**config.mk**
```make
export PLATFORM = sky130hd
export DESIGN_NAME = xt_peripherals
export DESIGN_NICKNAME = d
export VERILOG_FILES = /design/src/common/xt_periph_pkg.sv /design/src/hdl/xt_peripherals.sv /design/src/hdl/read_mux.sv /design/src/hdl/port_latches.sv /design/src/ems/ems_mapper.sv /design/src/hdl/port_decoder.sv
export SDC_FILE = /design/constraint.sdc
export NUM_CORES = 1
export LEC_CHECK = 0
export BUFFER_PORTS_ARGS = -buffer_cell sky130_fd_sc_hd__buf_4
export CORE_ASPECT_RATIO = 0.6
export CORE_MARGIN = 2
export CORE_UTILIZATION = 47
export CTS_CLUSTER_SIZE = 10
export DETAILED_ROUTE_END_ITERATION = 12
export PLACE_DENSITY_LB_ADDON = 0.05
export SLEW_MARGIN = 0
export SYNTH_ARGS = -nofsm -noshare
export SYNTH_HDL_FRONTEND = slang
export SYNTH_SLANG_ARGS = --single-unit
```
**constraint.sdc**
```tcl
create_clock -name clock -period 1.65 [get_ports clock]
set_clock_uncertainty 0.2 [all_clocks]
set_input_delay 0.0825 -clock clock [delete_from_list [all_inputs] [get_ports clock]]
set_output_delay 0.0825 -clock clock [all_outputs]
set_load 0.01 [all_outputs]
```
**src/common/xt_periph_pkg.sv**
```systemverilog
// ~~~~~~~~~~~~~~~~~~~~~~~~~~~~~~~~~~~~~~~~~~~~~~~~~~
// XT peripheral port block shared definitions
// Bus widths, bus and select bundles, port constants
// ~~~~~~~~~~~~~~~~~~~~~~~~~~~~~~~~~~~~~~~~~~~~~~~~~~

`default_nettype none

package xt_periph_pkg;

    localparam int ADDR_W     = 20;
    localparam int PORT_W     = 16;
    localparam int DATA_W     = 8;
    localparam int EMS_PAGE_W = 7;
    localparam int EMS_SLOTS  = 4;

    typedef logic [ADDR_W-1:0]     addr_t;
    typedef logic [PORT_W-1:0]     port_addr_t;
    typedef logic [DATA_W-1:0]     data_t;
    typedef logic [EMS_PAGE_W-1:0] ems_page_t;
    typedef logic [1:0]            ems_slot_t;
    typedef logic [3:0]            ems_base_t;

    // Everything the CPU side drives in one cycle
    typedef struct packed {
        addr_t address;
        data_t write_data;
        logic  io_read_n;
        logic  io_write_n;
        logic  memory_read_n;
        logic  address_enable_n;
    } cpu_bus_t;

    // Decoded strobes, one pair per target
    typedef struct packed {
        logic      ems_wr;
        logic      ems_rd;
        logic      lpt_wr;
        logic      lpt_rd;
        logic      nmi_wr;
        logic      nmi_rd;
        logic      win_hit;
        ems_slot_t win_slot;
    } port_sel_t;

    // Default port bases
    localparam port_addr_t EMS_PORT_DEFAULT = 16'h0260;
    localparam port_addr_t LPT_PORT_DEFAULT = 16'h0378;
    localparam port_addr_t NMI_PORT_DEFAULT = 16'h00A0;

    // EMS segment nibbles A000h, C000h, D000h
    localparam ems_base_t EMS_BASE_A = 4'hA;
    localparam ems_base_t EMS_BASE_C = 4'hC;
    localparam ems_base_t EMS_BASE_D = 4'hD;

    // Unmap command, also read value of a disabled page
    localparam data_t EMS_UNMAPPED  = 8'hFF;
    // Data below this maps a page
    localparam data_t EMS_MAP_LIMIT = 8'h80;

    // Latch contents after reset
    localparam data_t LATCH_RESET = 8'hFF;

endpackage

`default_nettype wire
```
**src/hdl/xt_peripherals.sv**
```systemverilog
// ~~~~~~~~~~~~~~~~~~~~~~~~~~~~~~~~~~~~~~~~~~~~~~~~~~
// XT peripherals, I/O port side
// EMS page mapping, printer and NMI-mask latches
// and registered read-back on the CPU bus
// ~~~~~~~~~~~~~~~~~~~~~~~~~~~~~~~~~~~~~~~~~~~~~~~~~~

`default_nettype none

module xt_peripherals #(
    parameter xt_periph_pkg::port_addr_t EMS_PORT = xt_periph_pkg::EMS_PORT_DEFAULT,
    parameter xt_periph_pkg::port_addr_t LPT_PORT = xt_periph_pkg::LPT_PORT_DEFAULT,
    parameter xt_periph_pkg::port_addr_t NMI_PORT = xt_periph_pkg::NMI_PORT_DEFAULT
) (
    input  logic                                              clock,
    input  logic                                              reset,
    // CPU bus
    input  xt_periph_pkg::cpu_bus_t                           cpu_bus_i,
    output xt_periph_pkg::data_t                              data_o,
    output logic                                              data_valid_o,
    // Configuration
    input  logic                                              tandy_video_i,
    input  logic                                              ems_enable_i,
    input  logic [1:0]                                        ems_base_sel_i,
    // EMS windows
    output logic [xt_periph_pkg::EMS_SLOTS-1:0]               ems_win_o,
    output xt_periph_pkg::ems_page_t [xt_periph_pkg::EMS_SLOTS-1:0] ems_map_o,
    output logic [xt_periph_pkg::EMS_SLOTS-1:0]               ems_ena_o
);

    xt_periph_pkg::port_sel_t sel;
    xt_periph_pkg::data_t     ems_rd_data;
    xt_periph_pkg::data_t     lpt_data;
    xt_periph_pkg::data_t     nmi_mask;

    port_decoder #(
        .EMS_PORT       (EMS_PORT),
        .LPT_PORT       (LPT_PORT),
        .NMI_PORT       (NMI_PORT)
    ) u_port_decoder (
        .cpu_bus_i      (cpu_bus_i),
        .ems_enable_i   (ems_enable_i),
        .tandy_video_i  (tandy_video_i),
        .ems_base_sel_i (ems_base_sel_i),
        .sel_o          (sel),
        .ems_base_o     ()
    );

    ems_mapper u_ems_mapper (
        .clock          (clock),
        .reset          (reset),
        .sel_i          (sel),
        .cpu_bus_i      (cpu_bus_i),
        .map_o          (ems_map_o),
        .ena_o          (ems_ena_o),
        .win_o          (ems_win_o),
        .rd_data_o      (ems_rd_data)
    );

    port_latches u_port_latches (
        .clock          (clock),
        .reset          (reset),
        .sel_i          (sel),
        .wr_data_i      (cpu_bus_i.write_data),
        .lpt_data_o     (lpt_data),
        .nmi_mask_o     (nmi_mask)
    );

    read_mux u_read_mux (
        .clock          (clock),
        .reset          (reset),
        .sel_i          (sel),
        .ems_data_i     (ems_rd_data),
        .lpt_data_i     (lpt_data),
        .nmi_data_i     (nmi_mask),
        .data_o         (data_o),
        .data_valid_o   (data_valid_o)
    );

endmodule

`default_nettype wire

```
**src/hdl/read_mux.sv**
```systemverilog
// ~~~~~~~~~~~~~~~~~~~~~~~~~~~~~~~~~~~~~~~~~~~~~~~~~~
// Read-back multiplexer
// Registers the byte of the active read target and
// its valid flag onto the CPU data bus
// ~~~~~~~~~~~~~~~~~~~~~~~~~~~~~~~~~~~~~~~~~~~~~~~~~~

`default_nettype none

module read_mux (
    input  logic                     clock,
    input  logic                     reset,
    input  xt_periph_pkg::port_sel_t sel_i,
    input  xt_periph_pkg::data_t     ems_data_i,
    input  xt_periph_pkg::data_t     lpt_data_i,
    input  xt_periph_pkg::data_t     nmi_data_i,
    output xt_periph_pkg::data_t     data_o,
    output logic                     data_valid_o
);

    xt_periph_pkg::data_t next_data;
    logic                 next_valid;

    // Priority EMS, printer, NMI mask
    always_comb begin
        next_data  = '0;
        next_valid = 1'b1;
        if (sel_i.ems_rd)
            next_data = ems_data_i;
        else if (sel_i.lpt_rd)
            next_data = lpt_data_i;
        else if (sel_i.nmi_rd)
            next_data = nmi_data_i;
        else
            next_valid = 1'b0;
    end

    always_ff @(posedge clock, posedge reset) begin
        if (reset) begin
            data_o       <= '0;
            data_valid_o <= 1'b0;
        end
        else begin
            data_o       <= next_data;
            data_valid_o <= next_valid;
        end
    end

endmodule

`default_nettype wire

```
**src/hdl/port_latches.sv**
```systemverilog
// ~~~~~~~~~~~~~~~~~~~~~~~~~~~~~~~~~~~~~~~~~~~~~~~~~~
// Port latches
// Printer data byte and Tandy NMI-mask byte
// ~~~~~~~~~~~~~~~~~~~~~~~~~~~~~~~~~~~~~~~~~~~~~~~~~~

`default_nettype none

module port_latches (
    input  logic                     clock,
    input  logic                     reset,
    input  xt_periph_pkg::port_sel_t sel_i,
    input  xt_periph_pkg::data_t     wr_data_i,
    output xt_periph_pkg::data_t     lpt_data_o,
    output xt_periph_pkg::data_t     nmi_mask_o
);

    // Printer data at 378h
    always_ff @(posedge clock, posedge reset) begin
        if (reset)
            lpt_data_o <= xt_periph_pkg::LATCH_RESET;
        else if (sel_i.lpt_wr)
            lpt_data_o <= wr_data_i;
    end

    // NMI mask, decoder already gates it with Tandy mode
    always_ff @(posedge clock, posedge reset) begin
        if (reset)
            nmi_mask_o <= xt_periph_pkg::LATCH_RESET;
        else if (sel_i.nmi_wr)
            nmi_mask_o <= wr_data_i;
    end

endmodule

`default_nettype wire

```
**src/ems/ems_mapper.sv**
```systemverilog
// ~~~~~~~~~~~~~~~~~~~~~~~~~~~~~~~~~~~~~~~~~~~~~~~~~~
// EMS mapper
// Four page registers behind a one-stage write
// pipeline, window selects and page read-back
// ~~~~~~~~~~~~~~~~~~~~~~~~~~~~~~~~~~~~~~~~~~~~~~~~~~

`default_nettype none

module ems_mapper (
    input  logic                                              clock,
    input  logic                                              reset,
    input  xt_periph_pkg::port_sel_t                          sel_i,
    input  xt_periph_pkg::cpu_bus_t                           cpu_bus_i,
    output xt_periph_pkg::ems_page_t [xt_periph_pkg::EMS_SLOTS-1:0] map_o,
    output logic [xt_periph_pkg::EMS_SLOTS-1:0]               ena_o,
    output logic [xt_periph_pkg::EMS_SLOTS-1:0]               win_o,
    output xt_periph_pkg::data_t                              rd_data_o
);

    xt_periph_pkg::ems_slot_t slot;
    xt_periph_pkg::data_t     wr_data;
    xt_periph_pkg::ems_page_t cur_page;
    logic                     cur_ena;
    xt_periph_pkg::ems_page_t next_page;
    logic                     next_ena;

    // Pending write
    logic                     pend_valid_q;
    xt_periph_pkg::ems_slot_t pend_slot_q;
    xt_periph_pkg::ems_page_t pend_page_q;
    logic                     pend_ena_q;

    assign slot    = cpu_bus_i.address[1:0];
    assign wr_data = cpu_bus_i.write_data;

    // Current entry, taking a not yet committed write into account
    always_comb begin
        if (pend_valid_q && (pend_slot_q == slot)) begin
            cur_page = pend_page_q;
            cur_ena  = pend_ena_q;
        end
        else begin
            cur_page = map_o[slot];
            cur_ena  = ena_o[slot];
        end
    end

    // FFh unmaps, below 80h maps, anything else keeps the entry
    always_comb begin
        if (wr_data == xt_periph_pkg::EMS_UNMAPPED) begin
            next_page = wr_data[6:0];
            next_ena  = 1'b0;
        end
        else if (wr_data < xt_periph_pkg::EMS_MAP_LIMIT) begin
            next_page = wr_data[6:0];
            next_ena  = 1'b1;
        end
        else begin
            next_page = cur_page;
            next_ena  = cur_ena;
        end
    end

    always_ff @(posedge clock, posedge reset) begin
        if (reset)
            pend_valid_q <= 1'b0;
        else
            pend_valid_q <= sel_i.ems_wr;
    end

    always_ff @(posedge clock) begin
        if (sel_i.ems_wr) begin
            pend_slot_q <= slot;
            pend_page_q <= next_page;
            pend_ena_q  <= next_ena;
        end
    end

    // Register bank commit, one cycle after capture
    always_ff @(posedge clock, posedge reset) begin
        if (reset) begin
            map_o <= '0;
            ena_o <= '0;
        end
        else if (pend_valid_q) begin
            map_o[pend_slot_q] <= pend_page_q;
            ena_o[pend_slot_q] <= pend_ena_q;
        end
    end

    always_comb begin
        for (int i = 0; i < xt_periph_pkg::EMS_SLOTS; i++) begin
            win_o[i] = sel_i.win_hit && (sel_i.win_slot == i) && ena_o[i];
        end
    end

    assign rd_data_o = ena_o[slot] ? {1'b0, map_o[slot]} : xt_periph_pkg::EMS_UNMAPPED;

endmodule

`default_nettype wire

```
**src/hdl/port_decoder.sv**
```systemverilog
// ~~~~~~~~~~~~~~~~~~~~~~~~~~~~~~~~~~~~~~~~~~~~~~~~~~
// Port decoder
// Turns CPU bus cycles into per-target read/write
// strobes and EMS memory window hits
// ~~~~~~~~~~~~~~~~~~~~~~~~~~~~~~~~~~~~~~~~~~~~~~~~~~

`default_nettype none

module port_decoder #(
    parameter xt_periph_pkg::port_addr_t EMS_PORT = xt_periph_pkg::EMS_PORT_DEFAULT,
    parameter xt_periph_pkg::port_addr_t LPT_PORT = xt_periph_pkg::LPT_PORT_DEFAULT,
    parameter xt_periph_pkg::port_addr_t NMI_PORT = xt_periph_pkg::NMI_PORT_DEFAULT
) (
    input  xt_periph_pkg::cpu_bus_t  cpu_bus_i,
    input  logic                     ems_enable_i,
    input  logic                     tandy_video_i,
    input  logic [1:0]               ems_base_sel_i,
    output xt_periph_pkg::port_sel_t sel_o,
    output xt_periph_pkg::ems_base_t ems_base_o
);

    xt_periph_pkg::port_addr_t port;
    logic                      io_rd;
    logic                      io_wr;
    logic                      mem_cycle;
    logic                      ems_hit;
    logic                      lpt_hit;
    logic                      nmi_hit;

    assign port = cpu_bus_i.address[15:0];

    // I/O strobes only count while AEN is low
    assign io_rd = ~cpu_bus_i.address_enable_n & ~cpu_bus_i.io_read_n;
    assign io_wr = ~cpu_bus_i.address_enable_n & ~cpu_bus_i.io_write_n;

    assign mem_cycle = ~cpu_bus_i.address_enable_n & ~cpu_bus_i.memory_read_n
                     & cpu_bus_i.io_read_n & cpu_bus_i.io_write_n;

    // Four EMS ports, one printer port, eight NMI ports
    assign ems_hit = ems_enable_i && (port[15:2] == EMS_PORT[15:2]);
    assign lpt_hit = (port == LPT_PORT);
    assign nmi_hit = tandy_video_i && (port[15:3] == NMI_PORT[15:3]);

    always_comb begin
        case (ems_base_sel_i)
            2'b00:   ems_base_o = xt_periph_pkg::EMS_BASE_A;
            2'b01:   ems_base_o = xt_periph_pkg::EMS_BASE_C;
            default: ems_base_o = xt_periph_pkg::EMS_BASE_D;
        endcase
    end

    always_comb begin
        sel_o.ems_wr   = ems_hit & io_wr;
        sel_o.ems_rd   = ems_hit & io_rd;
        sel_o.lpt_wr   = lpt_hit & io_wr;
        sel_o.lpt_rd   = lpt_hit & io_rd;
        sel_o.nmi_wr   = nmi_hit & io_wr;
        sel_o.nmi_rd   = nmi_hit & io_rd;
        // 64 KB EMS range, 16 KB per slot
        sel_o.win_hit  = mem_cycle && (cpu_bus_i.address[19:16] == ems_base_o);
        sel_o.win_slot = cpu_bus_i.address[15:14];
    end

endmodule

`default_nettype wire

```
==> results of run 1 <==
==> cells in the mapped netlist (2+ instances only) <==
library cell	instances	area (um^2)
a21oi_1	2	10.0
a22oi_1	7	52.6
and3_1	10	62.6
and4_1	2	17.5
and4b_1	2	20.0
clkbuf_1	8	30.0
dfrtp_1	42	1050
dfstp_2	16	420
edfxtp_1	10	300
inv_1	2	7.51
mux2_1	6	67.6
mux2_2	35	394
mux2_4	8	120
mux2i_1	9	90.1
mux4_1	7	184
nand2_1	9	33.8
nand3_1	9	45.0
nand3b_1	3	22.5
nand4_1	3	18.8
nand4b_1	3	26.3
nor2_1	10	37.5
nor3_1	5	25.0
nor4_4	2	42.5
nor4bb_1	2	20.0
o21ai_0	9	45.0
xor2_1	2	17.5
==> power by group through the flow <==
stage | Sequential [mW] | Clock [mW] | Combinational, mW
final | 1.71 | 2.05 | 0.258
after detailed placement | 1.73 | 0 | 0.233
after floorplan | 1.73 | 0 | 0.0878
after global routing | 1.70 | 2.16 | 0.281
after CTS | 1.70 | 2.08 | 0.258
after global placement | 1.73 | 0 | 0.229
==> layout make-up <==
| class | count | area [um^2] | area share (%) |
|---|---|---|---|
| Inverter | 2 | 11.3 | 0.227 |
| Clock inverter | 3 | 42.5 | 0.857 |
| Sequential cell | 68 | 1770 | 35.7 |
| Clock buffer | 13 | 282 | 5.67 |
| Tap cell | 87 | 109 | 2.19 |
| Multi-Input combinational cell | 162 | 1540 | 31.0 |
| Timing Repair Buffer | 153 | 1210 | 24.4 |
==> worst register-to-register path, stage by stage, from the launching register on <==
cell and delay (ns):
dfrtp_1 0.38, mux4_2 0.52, mux2i_2 0.21, nand2_1 0.07
==> cells by family (layout without fill, tap and decap cells) <==
logic type	after synthesis	count (layout)	synth area share, %
compound gates	22	22	4.04
xor+xnor	2	2	0.524
buf+inv	12	171	1.61
flops	68	68	53.0
mux	65	65	25.6
simple gates	73	73	15.2
==> worst max path at each step <==
stage	from	cells past startpoint	slack [ns]	end
4_1_cts	u_ems_mapper.map_o[7]$_DFFE_PP0P_	3	0.000007	u_read_mux.data_o[0]$_DFF_PP0_
3_3_place_gp	cpu_bus_i[22]	5	-0.22	u_ems_mapper.pend_page_q[1]$_DFFE_PP_
6_report	u_ems_mapper.map_o[25]$_DFFE_PP0P_	3	0.01	u_ems_mapper.pend_page_q[4]$_DFFE_PP_
3_5_place_dp	cpu_bus_i[22]	5	-0.24	u_ems_mapper.pend_page_q[1]$_DFFE_PP_
2_1_floorplan	cpu_bus_i[22]	4	-0.13	u_ems_mapper.pend_ena_q$_SDFFCE_PP0P_
5_1_grt	u_ems_mapper.map_o[21]$_DFFE_PP0P_	3	-0.05	u_ems_mapper.pend_page_q[0]$_DFFE_PP_
==> flip-flops by register name, indices dropped and copies added, names as in the netlist <==
register,cells
u_ems_mapper.map_o,28
u_port_latches.lpt_data_o,8
u_port_latches.nmi_mask_o,8
u_read_mux.data_o,8
u_ems_mapper.pend_page_q,7
u_ems_mapper.ena_o,4
u_ems_mapper.pend_slot_q,2
u_ems_mapper.pend_ena_q,1
u_ems_mapper.pend_valid_q,1
u_read_mux.data_valid_o,1
==> cell usage in the layout (no fill, tap or decap), types with 3 or more instances in the layout <==
cell           instances
a22oi_1                7
and3_1                 9
buf_4                138
clkbuf_16             10
dfrtp_1               42
dfstp_2               16
dlygate4sd3_1         12
edfxtp_1              10
mux2_1                 6
mux2_2                35
mux2_4                 8
mux2i_1                8
mux4_2                 5
nand2_1                9
nand3_1                9
nand3b_1               3
nand4_1                3
nand4b_1               3
nor2_1                10
nor3_1                 4
o21ai_0                9
==> what timing repair did <==
| item | 4_1_cts | 5_1_grt |
|---|---|---|
| endpoints found under the hold margin | 82 | 0 |
| setup buffers | 0 | 2 |
| setup endpoints to repair | 2 | 14 |
| pin swaps | 1 | 5 |
| hold buffers | 13 | 0 |
| gates resized for setup | 3 | 7 |
==> through the flow <==
stage	util [%]	TNS [ns]	cells	power [mW]
after floorplan	-	-1.06	242	1.82
after global placement	66.2	-3.62	458	1.96
after detailed placement	66.2	-4.51	458	1.97
after CTS	72.8	0	487	4.04
after global routing	73.1	-0.0857	488	4.14
final	73.1	0	488	4.02
==> per-layer routing <==
| metal | up-vias | global-route usage [%] | wire length, um |
|---|---|---|---|
| li1 | 1228 | - | - |
| met1 | 1327 | 35.9 | 4460 |
| met2 | 84 | 33.7 | 3860 |
| met3 | 6 | 6.21 | 529 |
| met4 | 0 | 5.42 | 62 |
| met5 | - | 0 | 0 |
==> summary.md, run 1 <==
| Metric | Value |
|---|---|
| P_leak | about 2.5 nW |
| Final setup violation count | 0 |
| Total gr overflow | 0 |
| Synth Cell Area | 3340 um^2 |
| Final wirelength | 8910 um |
| Final HPWL from detailed placement | roughly 6400 um |
| Final worst path period need | about 1.6 ns |
| Cell Int Power | roughly 3.2 mW |
| Final net count | roughly 430 |
| Die area | around 8000 um^2 |
| Dpl cell area | about 4500 um^2 |
| H-tree depth | 3 |
| Gpl congestion | about 0.81 |
| Mapped Avg Cell Area | 13.8 um^2 |
| Hold Path Depth | 4 |
| Vias | 2,645 |
| WHS Endpoint | u_ems_mapper.pend_valid_q$_DFF_PP0_ |
| Post-synth cell types | 45 |
| Core Area | 6790 um^2 |
| Worst slew pin tran | 0.415 ns |
| Switching share of total power | just over 20% |
| Crit Reg-Reg Endpoint | u_ems_mapper.pend_page_q[4]$_DFFE_PP_ |
| Post-DRT Antenna Nets | 0 |
| Setup crit start kind | register |
| Status | finished, violations left |
| CP Buf/Inv Count | 0 |
| Final hold slack | 0.00474 ns |
| Drt via density | around 5.4 |
| FILL cells | 481 |
| Syn nets | between 200 and 300 |
| Reg2reg path depth | 3 |
| Final Instance Area | 4960 um^2 |
| Failing checks | DRC |
| CTS root buf | clkbuf_16 |
| Synth Register Bits | 68 |
| Max-cap violations | 0 |
| DRC | 4 |
| I/O pin total | 83 |
| Hold_sp | cpu_bus_i[2] |
| Clock tree buffer depth | 2 |
| Clock latency on the worst-skew pair | 0.33 ns |
| Register area share after synthesis | around 53% |
| Initial Utilization | 49.2% |
| CP required | between 1.5 and 2 ns |
| Number of synthesis warnings | 0 |
| I/O Buffers | 82 |
| RSZ-0062 raised after global routing | true |
| Layout area overhead | 48.5% |
| CP Cell Sequence | mux4_2 > mux2i_2 > nand2_1 |
| Ys flop type | dfrtp_1 |
| Slowest cell on the critical path | mux4_2 |
| Min setup slack post-route | 0.0136 ns |
| CP Capture Type | register |
| Sequential power share | between 40 and 50% |
| CP arrival | ~1.5 ns |
| Final hold viol count | 0 |
| Die Height | approximately 69 um |
| Largest net degree at the start of global routing | 59 |
| CTS tree | yes |
| Clock sinks | 68 |
| Logic pwr share | 6.4% |
| Die W | about 110 um |
| CP peak stage delay | between 0.5 and 0.6 ns |
| Ys async rst share | around 85% |
| Max Freq | ~610 MHz |
| Final period utilization | ~99% |
| R2r setup slk | approximately 0.014 ns |
| Total track usage | between 20% and 30% |
| CP max FO | 2 |
| DP Worst Slack | -0.244 ns |
| P_sw | 0.832 mW |
| Total CTS buffers | 9 |
| Share of cells above drive strength 1 | roughly 59% |
| Clk pwr share | 51.1% |
| Initial antenna violation count | 0 |
| Worst vdd ir | 0.000481 V |
| Post-synth EDFFs | 10 |
| Synth Instances | about 240 |
| Drt pass-1 iters | 8 |
| Hold Crit Class | primary input to register |
| Site row count | 23 |
| Diode count | 0 |
| PwrDens | a little over 800 nW/um^2 |
| Drt wl/cell | about 18 um |
| Slew headroom | ~72% |
| Number of global-route vias before repair | 2,628 |
| DR iter-0 viols | roughly 200 |
| Global-route wire length before repair | between 10,000 and 15,000 um |
| Clock-pin slew on the worst setup and hold paths | roughly 0.05 ns |
| Max Slew Vio Count | 0 |
| Top delay family on crit path | multiplexers |
| Worst Setup Path Type | register to register |
| RR Startpoint | u_ems_mapper.map_o[25]$_DFFE_PP0P_ |
Power figures use the tool's default switching activity.
==> run 2, diff against run 1 <==
--- a/config.mk
+++ b/config.mk
@@ -8,10 +8,11 @@
 export BUFFER_PORTS_ARGS = -buffer_cell sky130_fd_sc_hd__buf_4
 export CORE_ASPECT_RATIO = 0.6
 export CORE_MARGIN = 2
-export CORE_UTILIZATION = 47
+export CORE_UTILIZATION = 25
 export CTS_CLUSTER_SIZE = 10
 export DETAILED_ROUTE_END_ITERATION = 12
 export PLACE_DENSITY_LB_ADDON = 0.05
+export SETUP_SLACK_MARGIN = 0.02
 export SLEW_MARGIN = 0
 export SYNTH_ARGS = -nofsm -noshare
 export SYNTH_HDL_FRONTEND = slang
==> summary.md, run 2 (synthesized netlist as in run 1, its figures left out) <==
| Metric | Value |
|---|---|
| Status | completed |
| PwrDens | 770 nW/um^2 |
| I/O pin total | 83 |
| Final worst path period need | 1.60 ns |
| Crit Reg-Reg Endpoint | u_ems_mapper.pend_page_q[6]$_DFFE_PP_ |
| CP Capture Type | register |
| Drt via density | roughly 4.5 |
| Hold_sp | cpu_bus_i[2] |
| Worst vdd ir | around 0.00046 V |
| Max Freq | 626 MHz |
| Global-route wire length before repair | 15,900 um |
| Total gr overflow | 0 |
| H-tree depth | 3 |
| Slew headroom | 75.9% |
| Final period utilization | between 90% and 100% |
| Non-Filler Instances | around 580 |
| Drt wl/cell | between 15 and 20 um |
| Setup TNS Final | 0 ns |
| Clock sinks | between 60 and 70 |
| Final wirelength | 9950 um |
| CTS tree | yes |
| Gpl congestion | about 0.77 |
| # placed instances | 549 |
| Worst slew pin tran | between 0.3 and 0.4 ns |
| Initial Utilization | 25.8% |
| Vias | about 2,600 |
| Hold Path Depth | 4 |
| Post-DRT Antenna Nets | 0 |
| Largest net degree at the start of global routing | a little under 60 |
| Final net count | 440 |
| Setup crit start kind | register |
| Clock-pin slew on the worst setup and hold paths | 0.06 ns |
| Worst Setup Path Type | register to register |
| Hold Crit Class | primary input to register |
| RSZ-0062 raised after global routing | true |
| Site row count | 32 |
| Commonest non-fill, non-tap cell in the layout | buf_4 |
| Slowest cell on the critical path | mux4_2 |
| Max Slew Vio Count | 0 |
| CP peak stage delay | 0.52 ns |
| CP arrival | ~1.5 ns |
| Finished Core Util | between 30% and 40% |
| Total CTS buffers | 9 |
| Diode count | 0 |
| Core Area | around 13,000 um^2 |
| RR Startpoint | u_ems_mapper.map_o[27]$_DFFE_PP0P_ |
| R2r setup slk | about 0.053 ns |
| Max reg flops | 28 |
| Die W | roughly 150 um |
| I/O Buffers | roughly 80 |
| DR iter-0 viols | between 70 and 80 |
| Number of global-route vias before repair | between 2,000 and 3,000 |
| Reg2reg path depth | 3 |
| Die Height | between 90 and 100 um |
| Max-cap violations | 0 |
| Share of cells above drive strength 1 | about three fifths |
| DRC | 0 |
| Largest register by flop count | u_ems_mapper.map_o |
| Initial antenna violation count | 0 |
| Final HPWL from detailed placement | 7480 um |
| Most frequent cells in the layout | buf_4, dfrtp_1, mux2_2 |
| Clock latency on the worst-skew pair | 0.33 ns |
| Die area | ~14,000 um^2 |
| Final setup violation count | 0 |
| Total track usage | ~15% |
| CP required | around 1.5 ns |
| Final hold viol count | 0 |
| P_leak | between 2 and 3 nW |
| Clock tree buffer depth | 2 |
| Drt pass-1 iters | 4 |
| WHS Endpoint | u_ems_mapper.pend_valid_q$_DFF_PP0_ |
| CTS root buf | clkbuf_16 |
| Layout area overhead | 53.5% |
| CP max FO | 2 |
| CP Cell Sequence | mux4_2 > mux2i_1 > nand2_1 |
run 2: how the worst max path moves through the flow:
stage                                           from                               endpoint  slack, ns  cells past startpoint
2_1_floorplan                          cpu_bus_i[22]  u_ems_mapper.pend_ena_q$_SDFFCE_PP0P_      -0.13                      4
3_3_place_gp                           cpu_bus_i[22]  u_ems_mapper.pend_page_q[1]$_DFFE_PP_      -0.25                      5
3_5_place_dp                           cpu_bus_i[22]  u_ems_mapper.pend_page_q[4]$_DFFE_PP_      -0.27                      5
4_1_cts        u_ems_mapper.pend_slot_q[0]$_DFFE_PP_      u_ems_mapper.map_o[2]$_DFFE_PP0P_       0.02                      4
5_1_grt           u_ems_mapper.map_o[25]$_DFFE_PP0P_  u_ems_mapper.pend_page_q[4]$_DFFE_PP_      -0.02                      3
6_report          u_ems_mapper.map_o[27]$_DFFE_PP0P_  u_ems_mapper.pend_page_q[6]$_DFFE_PP_       0.05                      3
run 2: worst max-delay path: cells and delay by family (launching register included):
family / cells / cell delay (ns)
mux: 2 / 0.69
flops: 1 / 0.39
simple gates: 1 / 0.07
run 2: per-stage QoR:
| step | hold WS [ns] | power (mW) | instance area [um^2] | setup WS (ns) |
|---|---|---|---|---|
| detailed placement | 0.00285 | 1.98 | 4710 | -0.265 |
| global placement | -0.0000405 | 1.98 | 4710 | -0.249 |
| floorplan | -0.0302 | 1.82 | 3360 | -0.133 |
| CTS | 0.00901 | 4.03 | 5110 | 0.0203 |
| global route | 0.0180 | 4.12 | 5130 | -0.0164 |
| finish | 0.0187 | 3.95 | 5130 | 0.0526 |
run 2: per-layer routing:
metal | GRT usage (%) | vias to the layer above | share of wire [%]
met4 | 3.70 | 0 | 1.1
met3 | 4.54 | 13 | 5.7
li1 | - | 1239 | -
met5 | 0 | - | 0
met1 | 22.3 | 1274 | 54
met2 | 20.2 | 78 | 39
run 2: cell type report:
cell class / count / area, um^2
multi-input combinational: 162 / 1530
timing repair buffer: 159 / 1310
inverter: 2 / 11.3
fill: 1258 / 7800
clock buffer: 13 / 260
sequential: 68 / 1770
tap: 170 / 213
clock inverter: 3 / 43.8
run 2: timing repair:
item / CTS / global route
gates resized for setup: 5 / 8
setup buffers: 0 / 1
pin swaps: 1 / 6
hold endpoints to repair: 82 / 0
hold buffers: 12 / 0
endpoints found under the setup margin: 11 / 26
run 2: where the power goes:
part           internal (mW)  switching, mW
clock                   1.25          0.729
combinational          0.139          0.125
sequential              1.70       0.000130
